### src/hdl/fpslice_pkg.sv
/*
 * Shared sizes, types and constants of the FP non-computational slice.
 * It holds the lane count, pipeline depth, formats and operations.
 */
`default_nettype none

package fpslice_pkg;

  // ------------------------------
  // Sizes
  // ------------------------------
  localparam int unsigned WORD_BITS   = 32;
  localparam int unsigned HALF_BITS   = 16; // One FP16 slice
  localparam int unsigned NUM_LANES   = 2;
  localparam int unsigned PIPE_STAGES = 2;  // Register stages per lane
  localparam int unsigned TAG_BITS    = 4;
  localparam int unsigned STATUS_BITS = 5;

  // Mantissa widths of the two formats
  localparam int unsigned MAN_S_BITS = 23;
  localparam int unsigned MAN_H_BITS = 10;

  // Position of the invalid flag, order is NV DZ OF UF NX
  localparam int unsigned NV_BIT = 4;

  // ------------------------------
  // Types
  // ------------------------------
  typedef logic [WORD_BITS-1:0]   word_t;
  typedef logic [TAG_BITS-1:0]    tag_t;
  typedef logic [STATUS_BITS-1:0] status_t;
  typedef logic [NUM_LANES-1:0]   lane_mask_t;

  typedef enum logic {
    FMT_FP32,
    FMT_FP16
  } fp_fmt_e;

  typedef enum logic [2:0] {
    OP_MIN,
    OP_MAX,
    OP_SGNJ,
    OP_SGNJN,
    OP_SGNJX
  } slice_op_e;

  // Canonical quiet NaNs
  localparam word_t CANON_NAN_H = 32'h0000_7e00;
  localparam word_t CANON_NAN_S = 32'h7fc0_0000;

endpackage

`default_nettype wire

### src/hdl/fp_sgnj_minmax.sv
/*
 * Lane datapath for MIN/MAX and sign injection in FP32 or FP16.
 * Purely combinational, only NV is ever raised.
 */
`default_nettype none

module fp_sgnj_minmax
  import fpslice_pkg::*;
(
  input  word_t     op_a_i,
  input  word_t     op_b_i,
  input  slice_op_e op_i,
  input  fp_fmt_e   fmt_i,
  output word_t     result_o,
  output status_t   status_o
);

  logic  sign_a, sign_b;
  logic  nan_a, nan_b;
  logic  snan_a, snan_b;
  logic  zero_a, zero_b;
  word_t mag_a, mag_b;   // Magnitude without sign, zero extended
  word_t canon_nan;
  logic  a_lt_b;
  logic  new_sign;

  // ------------------------------
  // Operand classification
  // ------------------------------
  always_comb begin : classify
    if (fmt_i == FMT_FP16) begin
      sign_a    = op_a_i[HALF_BITS-1];
      sign_b    = op_b_i[HALF_BITS-1];
      mag_a     = word_t'(op_a_i[HALF_BITS-2:0]);
      mag_b     = word_t'(op_b_i[HALF_BITS-2:0]);
      nan_a     = (&op_a_i[HALF_BITS-2:MAN_H_BITS]) & (|op_a_i[MAN_H_BITS-1:0]);
      nan_b     = (&op_b_i[HALF_BITS-2:MAN_H_BITS]) & (|op_b_i[MAN_H_BITS-1:0]);
      snan_a    = nan_a & ~op_a_i[MAN_H_BITS-1]; // Quiet bit clear
      snan_b    = nan_b & ~op_b_i[MAN_H_BITS-1];
      canon_nan = CANON_NAN_H;
    end else begin
      sign_a    = op_a_i[WORD_BITS-1];
      sign_b    = op_b_i[WORD_BITS-1];
      mag_a     = {1'b0, op_a_i[WORD_BITS-2:0]};
      mag_b     = {1'b0, op_b_i[WORD_BITS-2:0]};
      nan_a     = (&op_a_i[WORD_BITS-2:MAN_S_BITS]) & (|op_a_i[MAN_S_BITS-1:0]);
      nan_b     = (&op_b_i[WORD_BITS-2:MAN_S_BITS]) & (|op_b_i[MAN_S_BITS-1:0]);
      snan_a    = nan_a & ~op_a_i[MAN_S_BITS-1];
      snan_b    = nan_b & ~op_b_i[MAN_S_BITS-1];
      canon_nan = CANON_NAN_S;
    end
    zero_a = (mag_a == '0);
    zero_b = (mag_b == '0);
  end

  // Sign-magnitude ordering
  always_comb begin : order
    if (zero_a && zero_b) a_lt_b = sign_a & ~sign_b; // -0 below +0
    else if (sign_a != sign_b) a_lt_b = sign_a;
    else if (sign_a) a_lt_b = (mag_a > mag_b);
    else a_lt_b = (mag_a < mag_b);
  end

  // Sign to inject for the SGNJ family
  always_comb begin : inject_sign
    case (op_i)
      OP_SGNJN: new_sign = ~sign_b;
      OP_SGNJX: new_sign = sign_a ^ sign_b;
      default:  new_sign = sign_b;
    endcase
  end

  // ------------------------------
  // Result select
  // ------------------------------
  always_comb begin : compute
    result_o = op_a_i;
    status_o = '0;
    if (op_i == OP_MIN || op_i == OP_MAX) begin
      status_o[NV_BIT] = snan_a | snan_b;
      if (nan_a && nan_b) result_o = canon_nan;
      else if (nan_a) result_o = op_b_i;
      else if (nan_b) result_o = op_a_i;
      else if ((op_i == OP_MIN) == a_lt_b) result_o = op_a_i;
      else result_o = op_b_i;
    end else if (fmt_i == FMT_FP16) begin
      result_o[HALF_BITS-1] = new_sign; // Keep a's magnitude
    end else begin
      result_o[WORD_BITS-1] = new_sign;
    end
  end

endmodule

`default_nettype wire

### src/hdl/fp_lane_pipe.sv
/*
 * Lane output pipeline of PIPE_STAGES enable registers.
 * Valid/ready handshake with back-pressure and synchronous flush.
 */
`default_nettype none

module fp_lane_pipe
  import fpslice_pkg::*;
(
  input  logic    clk_i,
  input  logic    rst_n_i,
  input  logic    flush_i,
  input  logic    in_valid_i,
  output logic    in_ready_o,
  input  word_t   result_i,
  input  status_t status_i,
  input  logic    mask_i,
  input  tag_t    tag_i,
  input  fp_fmt_e fmt_i,
  input  logic    vector_i,
  input  logic    out_ready_i,
  output logic    out_valid_o,
  output word_t   result_o,
  output status_t status_o,
  output logic    mask_o,
  output tag_t    tag_o,
  output fp_fmt_e fmt_o,
  output logic    vector_o,
  output logic    busy_o
);

  // Index i holds the value after i register stages
  logic [0:PIPE_STAGES] valid_q;
  logic [0:PIPE_STAGES] ready;
  logic [0:PIPE_STAGES] mask_q;
  logic [0:PIPE_STAGES] vector_q;
  word_t                result_q [0:PIPE_STAGES];
  status_t              status_q [0:PIPE_STAGES];
  tag_t                 tag_q    [0:PIPE_STAGES];
  fp_fmt_e              fmt_q    [0:PIPE_STAGES];

  assign valid_q[0]  = in_valid_i;
  assign result_q[0] = result_i;
  assign status_q[0] = status_i;
  assign mask_q[0]   = mask_i;
  assign tag_q[0]    = tag_i;
  assign fmt_q[0]    = fmt_i;
  assign vector_q[0] = vector_i;

  for (genvar i = 0; i < int'(PIPE_STAGES); i++) begin : gen_stage
    logic load;

    // Advance when the next stage moves on or holds a bubble
    assign ready[i] = ready[i+1] | ~valid_q[i+1];
    assign load     = ready[i] & valid_q[i];

    always_ff @(posedge clk_i or negedge rst_n_i) begin : valid_reg
      if (!rst_n_i) valid_q[i+1] <= 1'b0;
      else if (flush_i) valid_q[i+1] <= 1'b0;
      else if (ready[i]) valid_q[i+1] <= valid_q[i];
    end

    always_ff @(posedge clk_i) begin : data_reg
      if (load) begin
        result_q[i+1] <= result_q[i];
        status_q[i+1] <= status_q[i];
        mask_q[i+1]   <= mask_q[i];
        tag_q[i+1]    <= tag_q[i];
        fmt_q[i+1]    <= fmt_q[i];
        vector_q[i+1] <= vector_q[i];
      end
    end
  end

  // Ready comes back from the sink
  assign ready[PIPE_STAGES] = out_ready_i;
  assign in_ready_o         = ready[0];

  assign out_valid_o = valid_q[PIPE_STAGES];
  assign result_o    = result_q[PIPE_STAGES];
  assign status_o    = status_q[PIPE_STAGES];
  assign mask_o      = mask_q[PIPE_STAGES];
  assign tag_o       = tag_q[PIPE_STAGES];
  assign fmt_o       = fmt_q[PIPE_STAGES];
  assign vector_o    = vector_q[PIPE_STAGES];
  assign busy_o      = |valid_q[1:PIPE_STAGES];

  // A stalled item stays at the output unchanged
  stall_holds_item: assert property (@(posedge clk_i) disable iff (!rst_n_i)
    out_valid_o && !out_ready_i && !flush_i |=>
      out_valid_o && $stable(result_o) && $stable(status_o) && $stable(tag_o));

endmodule

`default_nettype wire

### src/hdl/fp_slice_lane.sv
/*
 * One SIMD lane. Slices the operands, applies the FP16 NaN-boxing check,
 * computes the operation and registers it in the lane pipeline.
 */
`default_nettype none

module fp_slice_lane
  import fpslice_pkg::*;
(
  input  logic      clk_i,
  input  logic      rst_n_i,
  input  logic      flush_i,
  input  logic      in_valid_i,
  output logic      in_ready_o,
  input  word_t     operand_a_i,
  input  word_t     operand_b_i,
  input  slice_op_e op_i,
  input  fp_fmt_e   fmt_i,
  input  logic      vectorial_op_i,
  input  logic      mask_i,
  input  tag_t      tag_i,
  input  logic      lane_upper_i,  // Tied per instance
  input  logic      out_ready_i,
  output logic      out_valid_o,
  output word_t     result_o,
  output status_t   status_o,
  output logic      mask_o,
  output tag_t      tag_o,
  output fp_fmt_e   fmt_o,
  output logic      vector_o,
  output logic      busy_o
);

  logic    is_vector;
  logic    in_valid;
  word_t   lane_a, lane_b;
  word_t   op_result;
  status_t op_status;

  assign is_vector = vectorial_op_i & (fmt_i == FMT_FP16);
  assign in_valid  = in_valid_i & (~lane_upper_i | is_vector); // Upper lane only for vectors

  always_comb begin : prepare_operands
    lane_a = lane_upper_i ? (operand_a_i >> HALF_BITS) : operand_a_i;
    lane_b = lane_upper_i ? (operand_b_i >> HALF_BITS) : operand_b_i;
    // Scalar FP16 operands must be NaN-boxed
    if (fmt_i == FMT_FP16 && !vectorial_op_i) begin
      if (operand_a_i[WORD_BITS-1:HALF_BITS] != '1) lane_a = CANON_NAN_H;
      if (operand_b_i[WORD_BITS-1:HALF_BITS] != '1) lane_b = CANON_NAN_H;
    end
  end

  fp_sgnj_minmax i_sgnj_minmax (
    .op_a_i   (lane_a),
    .op_b_i   (lane_b),
    .op_i     (op_i),
    .fmt_i    (fmt_i),
    .result_o (op_result),
    .status_o (op_status)
  );

  fp_lane_pipe i_lane_pipe (
    .clk_i       (clk_i),
    .rst_n_i     (rst_n_i),
    .flush_i     (flush_i),
    .in_valid_i  (in_valid),
    .in_ready_o  (in_ready_o),
    .result_i    (op_result),
    .status_i    (op_status),
    .mask_i      (mask_i),
    .tag_i       (tag_i),
    .fmt_i       (fmt_i),
    .vector_i    (is_vector),
    .out_ready_i (out_ready_i),
    .out_valid_o (out_valid_o),
    .result_o    (result_o),
    .status_o    (status_o),
    .mask_o      (mask_o),
    .tag_o       (tag_o),
    .fmt_o       (fmt_o),
    .vector_o    (vector_o),
    .busy_o      (busy_o)
  );

endmodule

`default_nettype wire

### src/hdl/fp_lane_merge.sv
/*
 * Output side of the slice. Gates the upper lane handshake, packs and
 * NaN-boxes the lane results and collapses the masked status flags.
 */
`default_nettype none

module fp_lane_merge
  import fpslice_pkg::*;
(
  input  lane_mask_t lane_valid_i,
  input  word_t      lane_result_0_i,
  input  word_t      lane_result_1_i,
  input  status_t    lane_status_0_i,
  input  status_t    lane_status_1_i,
  input  lane_mask_t lane_mask_i,
  input  fp_fmt_e    fmt_i,      // Format of the lane 0 item
  input  logic       vector_i,   // Lane 0 item is a vector
  input  logic       out_ready_i,
  output lane_mask_t lane_ready_o,
  output logic       out_valid_o,
  output word_t      result_o,
  output status_t    status_o
);

  lane_mask_t               lane_valid;
  logic [HALF_BITS-1:0]     upper_half;

  // Lane 1 only takes part in vector results
  assign lane_valid   = {lane_valid_i[1] & vector_i, lane_valid_i[0]};
  assign lane_ready_o = {out_ready_i & vector_i, out_ready_i};
  assign out_valid_o  = lane_valid[0];

  // ------------------------------
  // Result packing
  // ------------------------------
  // An idle upper lane leaves the NaN-box
  assign upper_half = lane_valid[1] ? lane_result_1_i[HALF_BITS-1:0] : '1;

  always_comb begin : pack_result
    if (fmt_i == FMT_FP32) begin
      result_o = lane_result_0_i;
    end else begin
      result_o = {upper_half, lane_result_0_i[HALF_BITS-1:0]};
    end
  end

  // ------------------------------
  // Status collapse
  // ------------------------------
  always_comb begin : collapse_status
    status_o = '0;
    if (lane_valid[0]) status_o |= lane_status_0_i & {STATUS_BITS{lane_mask_i[0]}};
    if (lane_valid[1]) status_o |= lane_status_1_i & {STATUS_BITS{lane_mask_i[1]}};
  end

endmodule

`default_nettype wire

### src/hdl/fp_noncomp_slice.sv
/*
 * FP non-computational slice with two SIMD lanes and a merge stage.
 * MIN/MAX and sign injection on FP32 or FP16 scalars and FP16 vectors.
 */
`default_nettype none

module fp_noncomp_slice
  import fpslice_pkg::*;
(
  input  logic       clk_i,
  input  logic       rst_n_i,
  input  word_t      operand_a_i,
  input  word_t      operand_b_i,
  input  slice_op_e  op_i,
  input  fp_fmt_e    fmt_i,
  input  logic       vectorial_op_i,
  input  tag_t       tag_i,
  input  lane_mask_t simd_mask_i,
  input  logic       in_valid_i,
  output logic       in_ready_o,
  input  logic       flush_i,
  output word_t      result_o,
  output status_t    status_o,
  output tag_t       tag_o,
  output logic       out_valid_o,
  input  logic       out_ready_i,
  output logic       busy_o
);

  lane_mask_t lane_in_valid, lane_in_ready;
  lane_mask_t lane_out_valid, lane_out_ready;
  lane_mask_t lane_masks, lane_vector, lane_busy;
  word_t      lane_result [NUM_LANES];
  status_t    lane_status [NUM_LANES];
  tag_t       lane_tag    [NUM_LANES];
  fp_fmt_e    lane_fmt    [NUM_LANES];

  // Lane 1 only loads together with lane 0 to stay in lockstep
  assign lane_in_valid = {in_valid_i & lane_in_ready[0], in_valid_i};
  assign in_ready_o    = lane_in_ready[0];

  for (genvar lane = 0; lane < int'(NUM_LANES); lane++) begin : gen_lanes
    fp_slice_lane i_lane (
      .clk_i          (clk_i),
      .rst_n_i        (rst_n_i),
      .flush_i        (flush_i),
      .in_valid_i     (lane_in_valid[lane]),
      .in_ready_o     (lane_in_ready[lane]),
      .operand_a_i    (operand_a_i),
      .operand_b_i    (operand_b_i),
      .op_i           (op_i),
      .fmt_i          (fmt_i),
      .vectorial_op_i (vectorial_op_i),
      .mask_i         (simd_mask_i[lane]),
      .tag_i          (tag_i),
      .lane_upper_i   (lane != 0),
      .out_ready_i    (lane_out_ready[lane]),
      .out_valid_o    (lane_out_valid[lane]),
      .result_o       (lane_result[lane]),
      .status_o       (lane_status[lane]),
      .mask_o         (lane_masks[lane]),
      .tag_o          (lane_tag[lane]),
      .fmt_o          (lane_fmt[lane]),
      .vector_o       (lane_vector[lane]),
      .busy_o         (lane_busy[lane])
    );
  end

  fp_lane_merge i_merge (
    .lane_valid_i    (lane_out_valid),
    .lane_result_0_i (lane_result[0]),
    .lane_result_1_i (lane_result[1]),
    .lane_status_0_i (lane_status[0]),
    .lane_status_1_i (lane_status[1]),
    .lane_mask_i     (lane_masks),
    .fmt_i           (lane_fmt[0]),
    .vector_i        (lane_vector[0]),
    .out_ready_i     (out_ready_i),
    .lane_ready_o    (lane_out_ready),
    .out_valid_o     (out_valid_o),
    .result_o        (result_o),
    .status_o        (status_o)
  );

  assign tag_o  = lane_tag[0];   // Upper lane tag is a copy
  assign busy_o = |lane_busy;

  // A vector item enters both lanes on the same edge
  vector_accept_both: assert property (@(posedge clk_i) disable iff (!rst_n_i)
    in_valid_i && in_ready_o && vectorial_op_i && fmt_i == FMT_FP16 |-> lane_in_ready[1]);

  // Lane 1 presents the same vector item as lane 0
  vector_lanes_aligned: assert property (@(posedge clk_i) disable iff (!rst_n_i)
    lane_out_valid[0] && lane_vector[0] |->
      lane_out_valid[1] && lane_vector[1] && lane_fmt[1] == FMT_FP16 &&
      lane_tag[1] == lane_tag[0]);

endmodule

`default_nettype wire

### config.mk
export PLATFORM = sky130hd
export DESIGN_NAME = fp_noncomp_slice
export DESIGN_NICKNAME = d
export VERILOG_FILES = /design/src/hdl/fpslice_pkg.sv /design/src/hdl/fp_sgnj_minmax.sv /design/src/hdl/fp_lane_pipe.sv /design/src/hdl/fp_slice_lane.sv /design/src/hdl/fp_lane_merge.sv /design/src/hdl/fp_noncomp_slice.sv
export SDC_FILE = /design/constraint.sdc
export NUM_CORES = 1
export LEC_CHECK = 0
export CORE_ASPECT_RATIO = 0.9
export CORE_MARGIN = 8
export CORE_UTILIZATION = 40
export CTS_BUF_LIST = sky130_fd_sc_hd__clkbuf_16
export DETAILED_ROUTE_END_ITERATION = 16
export DONT_BUFFER_PORTS = 1
export PLACE_DENSITY = 0.62
export SLEW_MARGIN = 20
export SYNTH_ARGS = -nofsm -noshare
export SYNTH_HDL_FRONTEND = slang
export SYNTH_SLANG_ARGS = --single-unit
### constraint.sdc
create_clock -name clk_i -period 8.8 [get_ports clk_i]
set_input_delay 0.88 -clock clk_i [delete_from_list [all_inputs] [get_ports clk_i]]
set_output_delay 0.88 -clock clk_i [all_outputs]
set_load 0.03 [all_outputs]
==> impl_results.md <==
- Least-Margin Pin Slew: 1060 ps
- Worst EP arrival: 6080 ps
- Clk slew on worst S/H paths: 50 ps
- Die width: 159 um
- Post-Route WL: 21900 um
- Cell taking the most area after synthesis: edfxtp_1
- Most used DFF post-synth: edfxtp_1
- Post-route ant nets: 0
- Vias per std cell: 5.90
- Count of unique library cells instantiated by Yosys: 71
- Filler instances: 1771
- FF+latch area: 3580 sq um
- Placed Area: 7450 sq um
- IO Pins: 124
- Pin count of the biggest net entering global routing: 42
- Seq/Total Area, Yosys: 0.485
- VDD IR max: 0.0720 mV
- Power Density: 200 nW/um^2
- Critical path class: in -> reg
- Syn Area/Cell: 9.82 sq um
- TritonCTS Buffers: 17
- Multi-input logic area: 3450 sq um
- Fmax: 0.169 GHz
- RSZ-0062 raised after global routing: false
- Share of cells above drive strength 1: 0.0663
- Crit. End Element: register
- Status: completed
- Main combinational cell family by area after synthesis: simple AND/OR/NAND/NOR gates
- CP required: 8960 ps
- Post-Synth XOR/XNOR Area: 0.00237
- Latest clock arrival within the worst-skew pair: 410 ps
- Post-synthesis compound-gate area fraction: 0.147
- Share of flip-flops with an asynchronous set or reset: 0.0333
- Max clock buf depth: 2
- Final setup vio count: 0
- Final setup TNS: 0 ps
- Inst Count DP: 952
- PostCTS Resize Cnt: 0
- Post-synth EDFFs: 116
- Reg2Reg Launch Point: gen_lanes[0].i_lane.i_lane_pipe.out_valid_o$_DFFE_PN0P_
- CTS tree: built
- Max Fanout on Critical Path: 32
- Hold_buf cts: 0
- H-tree levels: 4
- Post-CTS Setup Bufs: 0
- Min Hold Slack: 166 ps
- Filler-free cell count of the finished design: 984
- FP Rows: 47
- Synth top area cells: edfxtp_1, ha_1, nand2_1
- Clk_skew: 8.49 ps
- Initial DRT Pass Iterations: 5
- Vias in the first global route: 5736
- Worst path slowest cell: nor2_1
- DRC: 0
- Final min period: 5920 ps
- GRT Overall Usage: 0.188
- Via count: 5804
- Cell repeated most along the worst path: buf_4
- Clock root buffer: clkbuf_16
- Final net count: 854
- Die area: 23100 sq um
- Worst setup path start: fmt_i
- Post-DP HPWL: 16900 um
- Yosys warning count: 0
- Starting Density: 0.405
- Initial DRC count: 513
- Post-synth top area share: 0.472
- Worst setup SP type: input port
- Clock Sinks: 120
- Fin crit share: 0.673
- Area Growth Syn to Fin: 9.13%
- Ant diodes: 0
- Max-capacitance violation count: 0
- Design area: 8060 sq um
- Mux contribution to synthesized area: 0.0127
- Post-synthesis simple-gate area fraction: 0.220
- First-pass GRT wire length: 33200 um
- Crit-path cells: clkinv_1 > nor2_1 > nand2b_1 > buf_4 > nand2_1 > o21a_1 > ha_1 > nor4b_1 > o211ai_1 > a21oi_1 > o22ai_1 > a211oi_1 > o2111a_1 > nor4_2 > a21oi_4 > buf_4 > nor3b_1 > a31o_2
- Hold Vio Cnt, Final: 0
- Max transition margin: 0.293
- Synth Area in Adders: 0.0813
- Max-slew violations: 0
- Initial antenna violation count: 0
- Die height: 145 um
- Total global routing overflow: 0
- Pleak: 3.10 nW
- Post-synthesis register bit count: 120
- Drt wl/cell: 22.2 um
- Worst hold path class: in -> async
- Slowest cell delay on critical path: 750 ps
- IO buf count: 0
- Core area: 18200 sq um
- Mapped Cells: 752
- Synth Cell Area: 7380 sq um
- GP Congestion: 0.970
-- report_power, final --
part	leakage, nW	switching, W	internal [W]	total (W)
Clock	0.306	0.000232	0.000464	0.000696
Combinational	1.64	0.000145	0.0000816	0.000226
Sequential	1.16	0.0000211	0.000672	0.000693
-- critical path, delay by kind of cell --
kind	cells	cell delay (ps)
compound gates	8	2220
fa+ha+maj	1	230
buf+inv	3	1320
simple gates	6	1410
-- synth_stat cells, types with 3 or more instances --
| library cell | n |
|---|---|
| clkbuf_1 | 22 |
| a21boi_0 | 3 |
| a211oi_1 | 4 |
| o21ai_1 | 3 |
| o22ai_1 | 13 |
| nor3_1 | 13 |
| nand2_1 | 108 |
| edfxtp_1 | 116 |
| a21o_1 | 8 |
| a31oi_1 | 5 |
| and2_1 | 12 |
| buf_2 | 7 |
| a21oi_1 | 49 |
| o21ai_0 | 30 |
| inv_1 | 17 |
| nor2_1 | 86 |
| mux2i_1 | 5 |
| or3_1 | 3 |
| o21a_1 | 6 |
| nor4_1 | 7 |
| nand4_1 | 15 |
| a221oi_1 | 3 |
| or4_1 | 9 |
| nand2b_1 | 16 |
| and3_1 | 4 |
| buf_4 | 24 |
| o211ai_1 | 11 |
| nor2b_1 | 20 |
| ha_1 | 48 |
| dfrtp_1 | 4 |
| o22a_1 | 5 |
| nand3_1 | 29 |
-- sequential cells by signal, indices dropped and copies added, names as in the netlist --
register and count:
gen_lanes.i_lane.i_lane_pipe.mask_q 2, gen_lanes.i_lane.i_lane_pipe.fmt_o 1, gen_lanes.i_lane.i_lane_pipe.status_o 2, gen_lanes.i_lane.i_lane_pipe.tag_q 4, gen_lanes.i_lane.i_lane_pipe.mask_o 2, gen_lanes.i_lane.i_lane_pipe.fmt_q 1
gen_lanes.i_lane.i_lane_pipe.out_valid_o 2, gen_lanes.i_lane.i_lane_pipe.status_q 2, gen_lanes.i_lane.i_lane_pipe.vector_o 1, gen_lanes.i_lane.i_lane_pipe.result_q 48, gen_lanes.i_lane.i_lane_pipe.valid_q 2, gen_lanes.i_lane.i_lane_pipe.vector_q 1
gen_lanes.i_lane.i_lane_pipe.result_o 48, gen_lanes.i_lane.i_lane_pipe.tag_o 4
-- routing by layer --
layer / vias up / routed length (um) / global-route usage
met5: - / 0 / 0
met4: 0 / 873 / 0.0892
met3: 56 / 2150 / 0.0684
met2: 291 / 9960 / 0.303
met1: 2748 / 8890 / 0.222
li1: 2709 / - / -
-- layout make-up --
cell class	count	share of cell area
Tap cell	245	0.0380
Sequential cell	120	0.445
Clock buffer	17	0.0528
Clock inverter	15	0.0213
Timing Repair Buffer	7	0.00652
Inverter	18	0.00839
Multi-Input combinational cell	562	0.428
-- path summary, 6_finish.rpt --
check | to | slack, ps | cells past startpoint
max in group asynchronous | gen_lanes[0].i_lane.i_lane_pipe.valid_q[1]$_DFFE_PN0P_ | 8570 | 0
min reg2reg | gen_lanes[0].i_lane.i_lane_pipe.result_o[1]$_DFFE_PP_ | 410 | 0
max reg2reg | gen_lanes[1].i_lane.i_lane_pipe.result_q[34]$_DFFE_PP_ | 5630 | 5
min | gen_lanes[1].i_lane.i_lane_pipe.valid_q[1]$_DFFE_PN0P_ | 170 | 0
max | gen_lanes[0].i_lane.i_lane_pipe.result_q[34]$_DFFE_PP_ | 2880 | 18
min in group clk_i | gen_lanes[0].i_lane.i_lane_pipe.result_o[1]$_DFFE_PP_ | 410 | 0
-- layout by cell type (no fill, tap or decap), types with 16 or more instances in the layout --
cell         n
nor2_1      86
nand3_1     29
a21oi_1     48
nand2b_1    16
nor2b_1     19
o21ai_0     30
nand2_1    108
clkbuf_16   17
ha_1        48
edfxtp_1   116
inv_1       22
-- metrics by stage --
step | power (W) | utilization | worst slack (ps)
after global routing | 0.00167 | 0.442 | 2530
final | 0.00162 | 0.442 | 2880
after floorplan | 0.000878 | - | 3990
after CTS | 0.00162 | 0.442 | 2970
after detailed placement | 0.000926 | 0.409 | 2580
after global placement | 0.000920 | 0.409 | 2710
-- logic make-up (layout without fill, tap and decap cells) --
family                   Yosys count  after routing
multiplexers                       8              8
AO/OA/AOI/OAI                    164            164
flip-flops                       120            120
XOR/XNOR                           2              2
other                              1              4
adder cells (fa/ha/maj)           48             48
buffers and inverters             73             57
AND/OR/NAND/NOR                  336            336
Note: power is estimated with default switching activity, not from simulation.
